`src/gb_macros.svh`:
```
// address map, register addresses and fixed values
// shared by the system bus blocks and the testbench

`ifndef GB_MACROS_SVH
`define GB_MACROS_SVH

// ----------------------------------------
// memory regions
`define GB_WRAM_BASE     16'hC000    // 8k work ram
`define GB_HRAM_BASE     16'hFF80    // 127 bytes high ram

// ----------------------------------------
// io registers
`define GB_REG_JOYP      16'hFF00    // joypad select and matrix
`define GB_REG_SB        16'hFF01    // serial data, not stored
`define GB_REG_SC        16'hFF02    // serial control
`define GB_REG_IF        16'hFF0F    // interrupt flags
`define GB_REG_BOOT      16'hFF50    // boot rom disable
`define GB_REG_IE        16'hFFFF    // interrupt enables

// fixed values
`define GB_FAST_BOOT_VAL 8'h42       // ff50 reads this during fast boot
`define GB_SERIAL_DIV    512         // clocks per serial bit
`define GB_IRQ_VEC_BASE  8'h40       // vblank vector, +8 per source

`endif
```
`src/gb_bus_pkg.sv`:
```
// cpu bus types: address, data byte, read source select

`default_nettype none

package gb_bus_pkg;

	typedef logic [15:0] gb_addr_t;    // cpu address
	typedef logic [7:0]  gb_data_t;    // data byte

	// where the byte of a pending read comes from
	// latched by decode in the read cycle, used by the rdata mux one cycle later
	typedef enum logic [3:0] {
		RSRC_CART,      // cart rom / cart ram
		RSRC_BOOT,      // low page, boot rom or cart
		RSRC_WRAM,      // work ram
		RSRC_HRAM,      // high ram
		RSRC_JOYP,      // joypad register
		RSRC_SERIAL,    // serial control
		RSRC_IF,        // interrupt flags
		RSRC_IE,        // interrupt enables
		RSRC_FAST,      // ff50, fast boot flag
		RSRC_NONE       // unmapped, reads ff
	} gb_rsrc_e;

endpackage

`default_nettype wire

```
`src/gb_boot_overlay.sv`:
```
// boot rom overlay, ff50 disable register, fast boot flag
// and cartridge bus drive

`timescale 1ns/1ns
`default_nettype none
`include "gb_macros.svh"

module gb_boot_overlay import gb_bus_pkg::*; (
	input  wire logic     clk_cpu,
	input  wire logic     reset,
	input  wire gb_addr_t addr,
	input  wire gb_data_t wdata,
	input  wire logic     rd,
	input  wire logic     wr,
	input  wire logic     boot_we,
	input  wire logic     rom_sel,
	input  wire logic     fast_boot,
	input  wire gb_data_t cart_rdata,
	input  wire gb_data_t boot_rom_data,
	output gb_data_t      rom_rdata,
	output gb_addr_t      cart_addr,
	output gb_data_t      cart_wdata,
	output logic          cart_rd,
	output logic          cart_wr,
	output logic [7:0]    boot_rom_addr
);

	logic boot_en;       // overlay active, cleared via ff50
	logic boot_hit_q;    // last read hit the boot page
	logic fast_hit_q;    // last read was ff50 in fast boot
	logic reg_hit_q;     // last read was ff50 otherwise

	always_ff @(posedge clk_cpu) begin
		if (reset) begin
			boot_en    <= 1'b1;
			boot_hit_q <= 1'b0;
			fast_hit_q <= 1'b0;
			reg_hit_q  <= 1'b0;
		end else begin
			if (boot_we && wdata[0])
				boot_en <= 1'b0;    // one way, only reset brings it back
			boot_hit_q <= rd && rom_sel && boot_en && (addr[15:8] == 8'h00);
			fast_hit_q <= rd && fast_boot && boot_en && (addr == `GB_REG_BOOT);
			reg_hit_q  <= rd && (addr == `GB_REG_BOOT);
		end
	end

	// both roms deliver data the cycle after the read
	always_comb begin
		if (fast_hit_q)
			rom_rdata = `GB_FAST_BOOT_VAL;
		else if (reg_hit_q)
			rom_rdata = 8'hFF;
		else if (boot_hit_q)
			rom_rdata = boot_rom_data;
		else
			rom_rdata = cart_rdata;
	end

	// ----------------------------------------
	// cartridge bus, follows the cpu directly
	assign cart_addr     = addr;
	assign cart_wdata    = wdata;
	assign cart_rd       = rom_sel & rd;    // also on boot page reads
	assign cart_wr       = rom_sel & wr;    // mbc register writes
	assign boot_rom_addr = addr[7:0];

endmodule

`default_nettype wire

```
`config.mk`:
```
export PLATFORM = sky130hd
export DESIGN_NAME = gb_boot_overlay
export DESIGN_NICKNAME = d
export VERILOG_FILES = /design/src/gb_bus_pkg.sv /design/src/gb_boot_overlay.sv
export VERILOG_INCLUDE_DIRS = /design/src
export SDC_FILE = /design/constraint.sdc
export NUM_CORES = 1
export LEC_CHECK = 0
export BUFFER_PORTS_ARGS = -buffer_cell sky130_fd_sc_hd__buf_2
export CAP_MARGIN = 15
export CORE_MARGIN = 2
export CORE_UTILIZATION = 25
export CTS_CLUSTER_SIZE = 12
export DETAILED_ROUTE_END_ITERATION = 7
export PLACE_DENSITY = 0.74
export SLEW_MARGIN = 40
export SYNTH_ARGS = -nofsm -noshare
export SYNTH_HDL_FRONTEND = slang
export SYNTH_SLANG_ARGS = --single-unit
```
`constraint.sdc`:
```
create_clock -name clk_cpu -period 1.65 [get_ports clk_cpu]
set_input_delay 0.33 -clock clk_cpu [delete_from_list [all_inputs] [get_ports clk_cpu]]
set_output_delay 0.33 -clock clk_cpu [all_outputs]
set_load 0.1 [all_outputs]
```
==> out/qor.csv, run 1 <==
stage;metric;value;unit
status;status;completed;
yosys;avgSynthCellArea;7.507;um^2
yosys;ys_ff_latch;4;
die;die_h;51.77;um
layout;n_antenna_cell;0;
job;drv_cap;0;
detailed_routing;routed_via_density;4.450;
timing;tightest_slew;0.4952;ns
timing;holdWs;0.2800;ns
clocking;post_cts_buffers;0;
die;fp.dieW;51.77;um
worst_setup_path;crit_family;buffers and inverters;
global_route;first_global_vias;733;
global_route;grt_first_pass_wirelength;2.877;mm
power_and_ir_drop;p_int;0.3081;mW
worst_hold_path;whs_endpoint;reg_hit_q$_SDFF_PP0_;
yosys;synth.distinct_cells;19;
timing;skew;0.002745;ns
timing;hold_violations;0;
power_and_ir_drop;max-vdd-ir-drop;0.6560;mV
timing;finalCritPeriodShare;98.63;%
timing;rsz0062_at_grt;yes;
clocking;cts_max_path_buffers;2;
global_route;grt_use_met3;2.011;%
timing;slew_violations;0;
yosys;synthesis.area;570.5;um^2
worst_setup_path;timing.rr.end;boot_hit_q$_SDFF_PP0_;
global_route;grt_use_met1;12.26;%
clocking;cts_tree;yes;
timing;slew_headroom;67.21;%
detailed_routing;routed_wl;1.873;mm
yosys;ys_seq_area_share;14.04;%
worst_hold_path;hold_depth;2;
global_route;grt_max_degree;9;
global_route;antenna_found_initial;0;
clocking;clk_transition_reported_paths;0.04;ns
die;die_area;2680;um^2
yosys;syn_nets;123;
worst_setup_path;r2r_cells;3;
power_and_ir_drop;power_density;712.5;nW/um^2
detailed_routing;wire_per_inst;11.71;um
worst_setup_path;slowest_stage;dfxtp_2;
layout;nNetsFinal;181;
power_and_ir_drop;p_sw;0.4398;mW
detailed_routing;drtIter0Drc;3;
die;core;2191;um^2
detailed_routing;vias;712;
worst_setup_path;max_stage_delay;0.32;ns
detailed_routing;first_pass_iters;2;
placement;dpl-instance-area;897.1;um^2
worst_hold_path;min_path_type;in -> reg;
worst_setup_path;rr_startpoint;boot_en$_SDFFE_PP1P_;
worst_setup_path;crit_path_cell_trace;buf_6, nor2b_2, a211oi_2, buf_4, nor2_4, buf_12;
worst_setup_path;worstSetupPathType;reg -> out;
global_route;top_usage_layer;met2;
worst_setup_path;startpoint_type;flop;
worst_setup_path;required;1.32;ns
die;initial_core_util;26.04;%
yosys;syn-instance-count;76;
die;row_count;17;
power_and_ir_drop;switching_share;58.80;%
power_and_ir_drop;sequentialPowerShare;13.3;%
layout;syn_to_final_growth;83.99;%
clocking;cts_buffers;3;
timing;max_freq;0.6145;GHz
clocking;insertion_delay;0.24;ns
placement;portBuffers;74;
placement;gp_congestion;0.7558;
global_route;use_met2;31.20;%
global_route;grt.total_usage;14.30;%
clocking;cts-root-buf;clkbuf_4;
worst_hold_path;worstHoldStart;reset;
detailed_routing;ant_nets;0;
detailed_routing;drc;0;
layout;drive_gt1_share;79.55;%
power_and_ir_drop;cellLeakagePower;0.5472;nW
timing;period_minus_slack;1.627;ns
layout;final_common_cell;buf_2;
clocking;holdBufCountCts;0;
yosys;ys_warn_count;0;
layout;final_area;1050;um^2
worst_setup_path;reg2reg_slack;0.78;ns
layout;final_cell_mix;buf_2, buf_4, buf_12;
worst_setup_path;crit_fanout;8;
layout;fill_cells;230;
clocking;cts_sinks;4;
worst_setup_path;end_kind;output port;
worst_setup_path;cp_num_buf_inv;3;
power_and_ir_drop;combPwrFrac;70.1;%
worst_setup_path;crit_arrival;1.30;ns
power_and_ir_drop;clkPwrFrac;16.6;%
global_route;grt-ovfl-total;0;
die;ios;89;
clocking;htree_levels;1;
timing;setup_viol;0;
==> metrics by stage <==
step	utilization, %	TNS [ns]	setup slack [ns]	total power [mW]	instances
after CTS	45.86	-0.0003609	-0.0003609	0.7436	160
after global routing	47.92	-0.09426	-0.02870	0.7795	160
final	47.92	0	0.02266	0.7479	160
after detailed placement	40.95	-0.2432	-0.1318	0.5940	157
after global placement	40.95	-0.1381	-0.07605	0.5902	157
after floorplan	-	-0.2328	-0.1164	0.5938	76
==> power by group through the flow <==
stage                     combinational [mW]  clock, mW  sequential [mW]
after global routing                   0.541      0.138            0.100
after floorplan                        0.493          0            0.101
after global placement                 0.489          0            0.101
after detailed placement               0.493          0            0.101
after CTS                              0.516      0.127           0.0997
final                                  0.524      0.124           0.0997
==> Yosys cell counts <==
library cell | n | area share (%)
a211oi_1 | 6 | 7.9
a21o_1 | 1 | 1.3
and2_1 | 2 | 2.2
and4b_1 | 1 | 1.8
buf_1 | 1 | 0.66
buf_4 | 32 | 42
dfxtp_1 | 4 | 14
inv_1 | 1 | 0.66
mux2i_1 | 2 | 3.5
nand2_1 | 3 | 2.0
nand3b_1 | 1 | 1.3
nand4_1 | 2 | 2.2
nor2_1 | 7 | 4.6
nor2b_1 | 6 | 6.6
nor3_1 | 1 | 0.88
nor3b_1 | 1 | 1.3
nor4_1 | 2 | 2.2
or4_1 | 1 | 1.3
or4b_1 | 2 | 3.5
==> cell families (layout without fill, tap and decap cells) <==
| group | Yosys count | count (layout) | synth area share, % |
|---|---|---|---|
| AOI/OAI and AO/OA | 7 | 7 | 9.210 |
| buffers and inverters | 34 | 90 | 43.42 |
| DFF | 4 | 4 | 14.04 |
| muxes | 2 | 2 | 3.509 |
| and+or+nand+nor | 29 | 29 | 29.83 |
==> per-layer routing <==
layer / vias up / part of all wire, %
met4: 0 / 1.1
met2: 55 / 58
met5: - / 0
met1: 311 / 29
li1: 342 / -
met3: 4 / 12
==> worst max-delay path by stage <==
stage / startpoint / endpoint / slack (ns) / cells after the start
finish: boot_hit_q$_SDFF_PP0_ / rom_rdata[0] / 0.02 / 6
global route: boot_hit_q$_SDFF_PP0_ / rom_rdata[2] / -0.03 / 6
CTS: boot_hit_q$_SDFF_PP0_ / rom_rdata[0] / -0.0004 / 6
detailed placement: addr[1] / reg_hit_q$_SDFF_PP0_ / -0.13 / 4
global placement: addr[1] / reg_hit_q$_SDFF_PP0_ / -0.08 / 4
floorplan: fast_hit_q$_SDFF_PP0_ / rom_rdata[1] / -0.12 / 2
==> what timing repair did <==
item | in CTS | in global routing
setup endpoints to repair | 6 | 6
gates resized for setup | 24 | 12
pin swaps | 3 | 2
==> state kept, by name, summed over array words and instances (netlist names) <==
name,cells
boot_en,1
reg_hit_q,1
boot_hit_q,1
fast_hit_q,1
==> area by class of cell <==
type                       count  area (um^2)  share of cell area (%)
clock buffer                   3        22.52                   2.145
multi-input combinational     38        317.8                   30.27
tap                           28        35.03                   3.337
timing repair buffer          86        588.1                   56.02
inverter                       1        3.754                  0.3576
sequential                     4        82.58                   7.866
Note: power is estimated with default switching activity, not from simulation.
==> run 2, diff against run 1 <==
--- a/config.mk
+++ b/config.mk
@@ -8,11 +8,13 @@
 export LEC_CHECK = 0
 export BUFFER_PORTS_ARGS = -buffer_cell sky130_fd_sc_hd__buf_2
 export CAP_MARGIN = 15
+export CELL_PAD_IN_SITES_DETAIL_PLACEMENT = 0
+export CELL_PAD_IN_SITES_GLOBAL_PLACEMENT = 1
 export CORE_MARGIN = 2
-export CORE_UTILIZATION = 25
+export CORE_UTILIZATION = 15
 export CTS_CLUSTER_SIZE = 12
 export DETAILED_ROUTE_END_ITERATION = 7
-export PLACE_DENSITY = 0.74
+export PLACE_DENSITY_LB_ADDON = 0.1
 export SLEW_MARGIN = 40
 export SYNTH_ARGS = -nofsm -noshare
 export SYNTH_HDL_FRONTEND = slang
==> run 2 against run 1 <==
Effect of this change: via count is 7.6% lower; largest power group unchanged; register-to-register slack about the same; maximum frequency grew 2.9%.
==> out/qor.csv, run 2 (synthesized netlist as in run 1, its figures left out) <==
stage;metric;value;unit;change
status;status;completed;;unchanged
placement;placedCellCount;172;;was 157
placement;dp_hpwl;1.667;mm;
placement;pre_cts_slack;-0.1154;ns;was -0.1318 ns
clocking;cts_tree;yes;;unchanged
worst_setup_path;worstSetupPathType;reg -> out;;unchanged
layout;syn_to_final_growth;84.65;%;was 83.99%
die;initial_core_util;15.58;%;was 26.04%
timing;finalCritPeriodShare;95.86;%;was 98.63%
worst_setup_path;crit_fanout;13;;was 8
die;core;3661;um^2;was 2191 um^2
detailed_routing;ant_nets;0;;unchanged
timing;tightest_slew;0.4926;ns;was 0.4952 ns
timing;period_minus_slack;1.582;ns;was 1.627 ns
layout;final_common_cell;buf_2;;unchanged
timing;slew_violations;0;;unchanged
die;fp.dieW;65.68;um;was 51.77 um
clocking;cts_buffers;3;;unchanged
detailed_routing;wire_per_inst;10.51;um;was 11.71 um
layout;final_area;1054;um^2;was 1050 um^2
worst_setup_path;crit_arrival;1.25;ns;was 1.30 ns
worst_hold_path;min_path_type;in -> reg;;unchanged
global_route;grt_first_pass_wirelength;2.635;mm;was 2.877 mm
timing;slew_headroom;67.39;%;was 67.21%
placement;dpl-instance-area;974.7;um^2;was 897.1 um^2
die;die_area;4313;um^2;was 2680 um^2
clocking;holdBufCountCts;0;;unchanged
timing;setup_viol;0;;unchanged
timing;tns;0;ns;unchanged
power_and_ir_drop;power_density;771.4;nW/um^2;was 712.5 nW/um^2
clocking;post_cts_buffers;0;;unchanged
timing;worst_slack;0.06832;ns;was 0.02266 ns
detailed_routing;routed_via_density;3.760;;was 4.450
layout;n_antenna_cell;0;;unchanged
timing;holdWs;0.3166;ns;was 0.2800 ns
detailed_routing;drtIter0Drc;11;;was 3
power_and_ir_drop;cellLeakagePower;0.5236;nW;was 0.5472 nW
global_route;antenna_found_initial;0;;unchanged
worst_setup_path;startpoint_type;flop;;unchanged
detailed_routing;vias;658;;was 712
timing;max_freq;0.6322;GHz;was 0.6145 GHz
detailed_routing;drc;0;;unchanged
job;drv_cap;0;;unchanged
placement;gp_congestion;0.5779;;was 0.7558
clocking;cts-root-buf;clkbuf_8;;was clkbuf_4
global_route;grt.total_usage;7.849;%;was 14.30%
placement;portBuffers;74;;unchanged
layout;drive_gt1_share;76.38;%;was 79.55%
layout;layout.cells.non_filler;175;;was 160
global_route;grt-ovfl-total;0;;unchanged
clocking;htree_levels;1;;unchanged
die;die_h;65.68;um;was 51.77 um
timing;skew;0.0006260;ns;was 0.002745 ns
worst_setup_path;required;1.32;ns;about the same
timing;hold_violations;0;;unchanged
clocking;cts_sinks;4;;unchanged
layout;nNetsFinal;176;;was 181
layout;fin_util;28.78;%;was 47.92%
global_route;first_global_vias;602;;was 733
die;ios;89;;unchanged
clocking;insertion_delay;0.21;ns;was 0.24 ns
clocking;cts_max_path_buffers;2;;unchanged
layout;final_cell_mix;buf_2, buf_12;;was buf_2, buf_4, buf_12
detailed_routing;routed_wl;1.840;mm;was 1.873 mm
die;row_count;22;;was 17
power_and_ir_drop;max-vdd-ir-drop;0.5592;mV;was 0.6560 mV
power_and_ir_drop;power;0.8126;mW;was 0.7479 mW
worst_setup_path;end_kind;output port;;unchanged
timing;rsz0062_at_grt;no;;was yes
global_route;grt_max_degree;14;;was 9
detailed_routing;first_pass_iters;3;;was 2
clocking;clk_transition_reported_paths;0.03;ns;was 0.04 ns
[run 2: cell count changes in the layout (fill, tap and decap cells not counted)]
cell and change:
clkbuf_8 +3, buf_4 -4, dfxtp_1 +1, clkbuf_4 -3, buf_6 -1, nor2b_1 +4
nor2b_2 -4, a211oi_2 +2, a211oi_1 -2, dfxtp_2 -2, dfxtp_4 +1
[run 2: final cells by class]
type                            instances  area (um^2)
Sequential cell                         4        83.83
Fill cell                             418         2608
Timing Repair Buffer                   81        546.8
Inverter                                1        3.754
Tap cell                               48        60.06
Multi-Input combinational cell         38        317.8
Clock buffer                            3        41.29
[run 2: report_power, final]
| part | leakage (nW) | switching [mW] | internal [mW] |
|---|---|---|---|
| clock network | 0.0216 | 0.0446 | 0.155 |
| registers | 0.0333 | 0.000963 | 0.0976 |
| logic | 0.469 | 0.392 | 0.122 |
| total | 0.524 | 0.438 | 0.375 |
[run 2: path summary, 6_finish.rpt]
kind	from	depth (start not counted)	slack (ns)	end
worst max-delay path	boot_hit_q$_SDFF_PP0_	4	0.07	rom_rdata[1]
worst min-delay path	reset	2	0.32	reg_hit_q$_SDFF_PP0_
worst max register to register	boot_en$_SDFFE_PP1P_	3	0.78	boot_hit_q$_SDFF_PP0_
worst min register to register	boot_en$_SDFFE_PP1P_	1	0.46	boot_en$_SDFFE_PP1P_
[run 2: repair_timing]
action	CTS	global route
setup endpoints to repair	8	4
cloned	0	0
pin swaps	0	0
resized for setup	4	5
[run 2: metal layers]
metal / routed length [um] / vias up / share of wire [%] / global-route usage [%]
met5: 0 / - / 0 / 0
met4: 0 / 0 / 0 / 0.7813
met3: 241 / 0 / 13 / 4.452
met2: 963 / 39 / 52 / 13.38
met1: 635 / 285 / 35 / 8.754
li1: - / 334 / - / -
[run 2: critical path, stage by stage, from the launching register on]
cell	delay (ns)
dfxtp_4	0.43
buf_6	0.13
mux2i_1	0.18
nand2_1	0.11
buf_12	0.18
==> run 3, diff against run 2 <==
--- a/config.mk
+++ b/config.mk
@@ -10,6 +10,7 @@
 export CAP_MARGIN = 15
 export CELL_PAD_IN_SITES_DETAIL_PLACEMENT = 0
 export CELL_PAD_IN_SITES_GLOBAL_PLACEMENT = 1
+export CORE_ASPECT_RATIO = 0.75
 export CORE_MARGIN = 2
 export CORE_UTILIZATION = 15
 export CTS_CLUSTER_SIZE = 12
==> run 3 against run 2 <==
Effect of this change: combinational power about the same; clock skew is 0.00054 ns lower; first-iteration DRC count fell by 36%; total power is 0.32% higher; clock-buffer cell count did not move; global-route usage increased by 0.59 points; design area increased by 0.36%; clock power about the same; critical path type unchanged.
==> out/qor.csv, run 3 (synthesized netlist as in run 1, its figures left out) <==
stage;metric;value;unit;change
detailed_routing;drc;0;;unchanged
global_route;grt_max_degree;14;;unchanged
global_route;use_met2;14.54;%;was 13.38%
die;core;3661;um^2;unchanged
worst_setup_path;crit_path_cell_trace;nor2b_1, a211oi_1, nor2_4, buf_12;;was buf_6, mux2i_1, nand2_1, buf_12
timing;finalCritPeriodShare;98.40;%;was 95.86%
worst_setup_path;required;1.32;ns;about the same
placement;gp_congestion;0.6736;;was 0.5779
clocking;insertion_delay;0.21;ns;about the same
layout;n_antenna_cell;0;;unchanged
layout;nNetsFinal;177;;was 176
global_route;grt.total_usage;8.441;%;was 7.849%
die;row_count;19;;was 22
detailed_routing;vias;675;;was 658
layout;fin_util;28.88;%;was 28.78%
global_route;top_usage_layer;met2;;unchanged
worst_hold_path;min_path_type;in -> reg;;unchanged
layout;drive_gt1_share;75.78;%;was 76.38%
detailed_routing;routed_via_density;3.750;;was 3.760
layout;final_common_cell;buf_2;;unchanged
power_and_ir_drop;cellLeakagePower;0.5264;nW;was 0.5236 nW
worst_setup_path;max_stage_delay;0.43;ns;about the same
global_route;grt_use_met1;8.936;%;was 8.754%
clocking;clk_transition_reported_paths;0.03;ns;about the same
timing;hold_violations;0;;unchanged
placement;pre_cts_slack;-0.1887;ns;was -0.1154 ns
timing;worst_slack;0.02634;ns;was 0.06832 ns
clocking;cts_max_path_buffers;2;;unchanged
die;initial_core_util;15.58;%;unchanged
clocking;holdBufCountCts;0;;unchanged
worst_setup_path;end_kind;output port;;unchanged
timing;tightest_slew;0.4903;ns;was 0.4926 ns
job;drv_cap;0;;unchanged
global_route;antenna_found_initial;0;;unchanged
timing;setup_viol;0;;unchanged
power_and_ir_drop;max-vdd-ir-drop;0.2307;mV;was 0.5592 mV
die;die_area;4318;um^2;was 4313 um^2
detailed_routing;ant_nets;0;;unchanged
timing;skew;0.00008324;ns;was 0.0006260 ns
worst_setup_path;worstSetupPathType;reg -> out;;unchanged
global_route;grt_first_pass_wirelength;2.766;mm;was 2.635 mm
clocking;post_cts_buffers;0;;unchanged
status;status;completed;;unchanged
global_route;grt_use_met3;2.120;%;was 4.452%
worst_setup_path;crit_fanout;13;;unchanged
die;fp.dieW;75.22;um;was 65.68 um
worst_setup_path;crit_arrival;1.29;ns;was 1.25 ns
timing;period_minus_slack;1.624;ns;was 1.582 ns
detailed_routing;wire_per_inst;9.694;um;was 10.51 um
power_and_ir_drop;power_density;771.1;nW/um^2;was 771.4 nW/um^2
clocking;cts_buffers;3;;unchanged
worst_setup_path;slowest_stage;dfxtp_4;;unchanged
worst_setup_path;cp_num_buf_inv;1;;was 2
timing;slew_headroom;67.54;%;was 67.39%
power_and_ir_drop;power;0.8152;mW;was 0.8126 mW
global_route;first_global_vias;648;;was 602
detailed_routing;routed_wl;1.745;mm;was 1.840 mm
timing;rsz0062_at_grt;yes;;was no
die;die_h;57.41;um;was 65.68 um
clocking;cts-root-buf;clkbuf_8;;unchanged
layout;syn_to_final_growth;85.31;%;was 84.65%
detailed_routing;drtIter0Drc;7;;was 11
placement;portBuffers;74;;unchanged
clocking;htree_levels;1;;unchanged
clocking;cts_sinks;4;;unchanged
worst_setup_path;startpoint_type;flop;;unchanged
detailed_routing;first_pass_iters;2;;was 3
timing;max_freq;0.6159;GHz;was 0.6322 GHz
worst_setup_path;crit_family;flip-flops;;unchanged
die;ios;89;;unchanged
global_route;grt-ovfl-total;0;;unchanged
clocking;cts_tree;yes;;unchanged
placement;dp_hpwl;1.534;mm;was 1.667 mm
timing;slew_violations;0;;unchanged
layout;final_cell_mix;buf_2, buf_4, buf_12;;was buf_2, buf_12
-- run 3: cell types whose count changed in the layout (fill, tap and decap cells not counted) --
| cell | delta |
|---|---|
| buf_4 | +2 |
| a211oi_1 | +1 |
| buf_6 | -1 |
| a211oi_2 | -1 |
-- run 3: final timing paths --
check / from / endpoint / slack (ns) / depth (start not counted)
max: boot_hit_q$_SDFF_PP0_ / rom_rdata[3] / 0.03 / 4
min: reset / reg_hit_q$_SDFF_PP0_ / 0.32 / 2
max reg2reg: boot_en$_SDFFE_PP1P_ / boot_hit_q$_SDFF_PP0_ / 0.78 / 3
min reg2reg: boot_en$_SDFFE_PP1P_ / boot_en$_SDFFE_PP1P_ / 0.46 / 1
-- run 3: what timing repair did --
item | CTS | global route
gates resized for setup | 2 | 5
endpoints found under the setup margin | 8 | 8
endpoints found under the hold margin | 0 | 0
-- run 3: cell type report --
cell class	count	area [um^2]
flip-flops and latches	4	83.83
fillers	430	2604
clock buffers	3	41.29
inverters	1	3.754
well taps	52	65.06
repair buffers	82	550.5
multi-input cells	38	312.8
-- run 3: stage by stage --
stage	TNS, ns	std cells	area (um^2)	hold WS (ns)
after detailed placement	-0.3430	177	987.2	0.4446
after floorplan	-0.2328	76	616.8	0.4061
final	0	180	1057	0.3155
after CTS	-0.2105	180	1035	0.3147
after global placement	-0.2247	177	987.2	0.4440
after global routing	-0.06629	180	1057	0.3137
-- run 3: report_power, final --
group          switching (mW)  internal [mW]
combinational           0.392          0.123
sequential           0.000953         0.0975
clock                  0.0462          0.155
-- run 3: routing by layer --
| metal | routed length (um) | share of wire [%] |
|---|---|---|
| met5 | 0 | 0 |
| met4 | 31 | 1.8 |
| met3 | 256 | 15 |
| met2 | 815 | 47 |
| met1 | 641 | 37 |
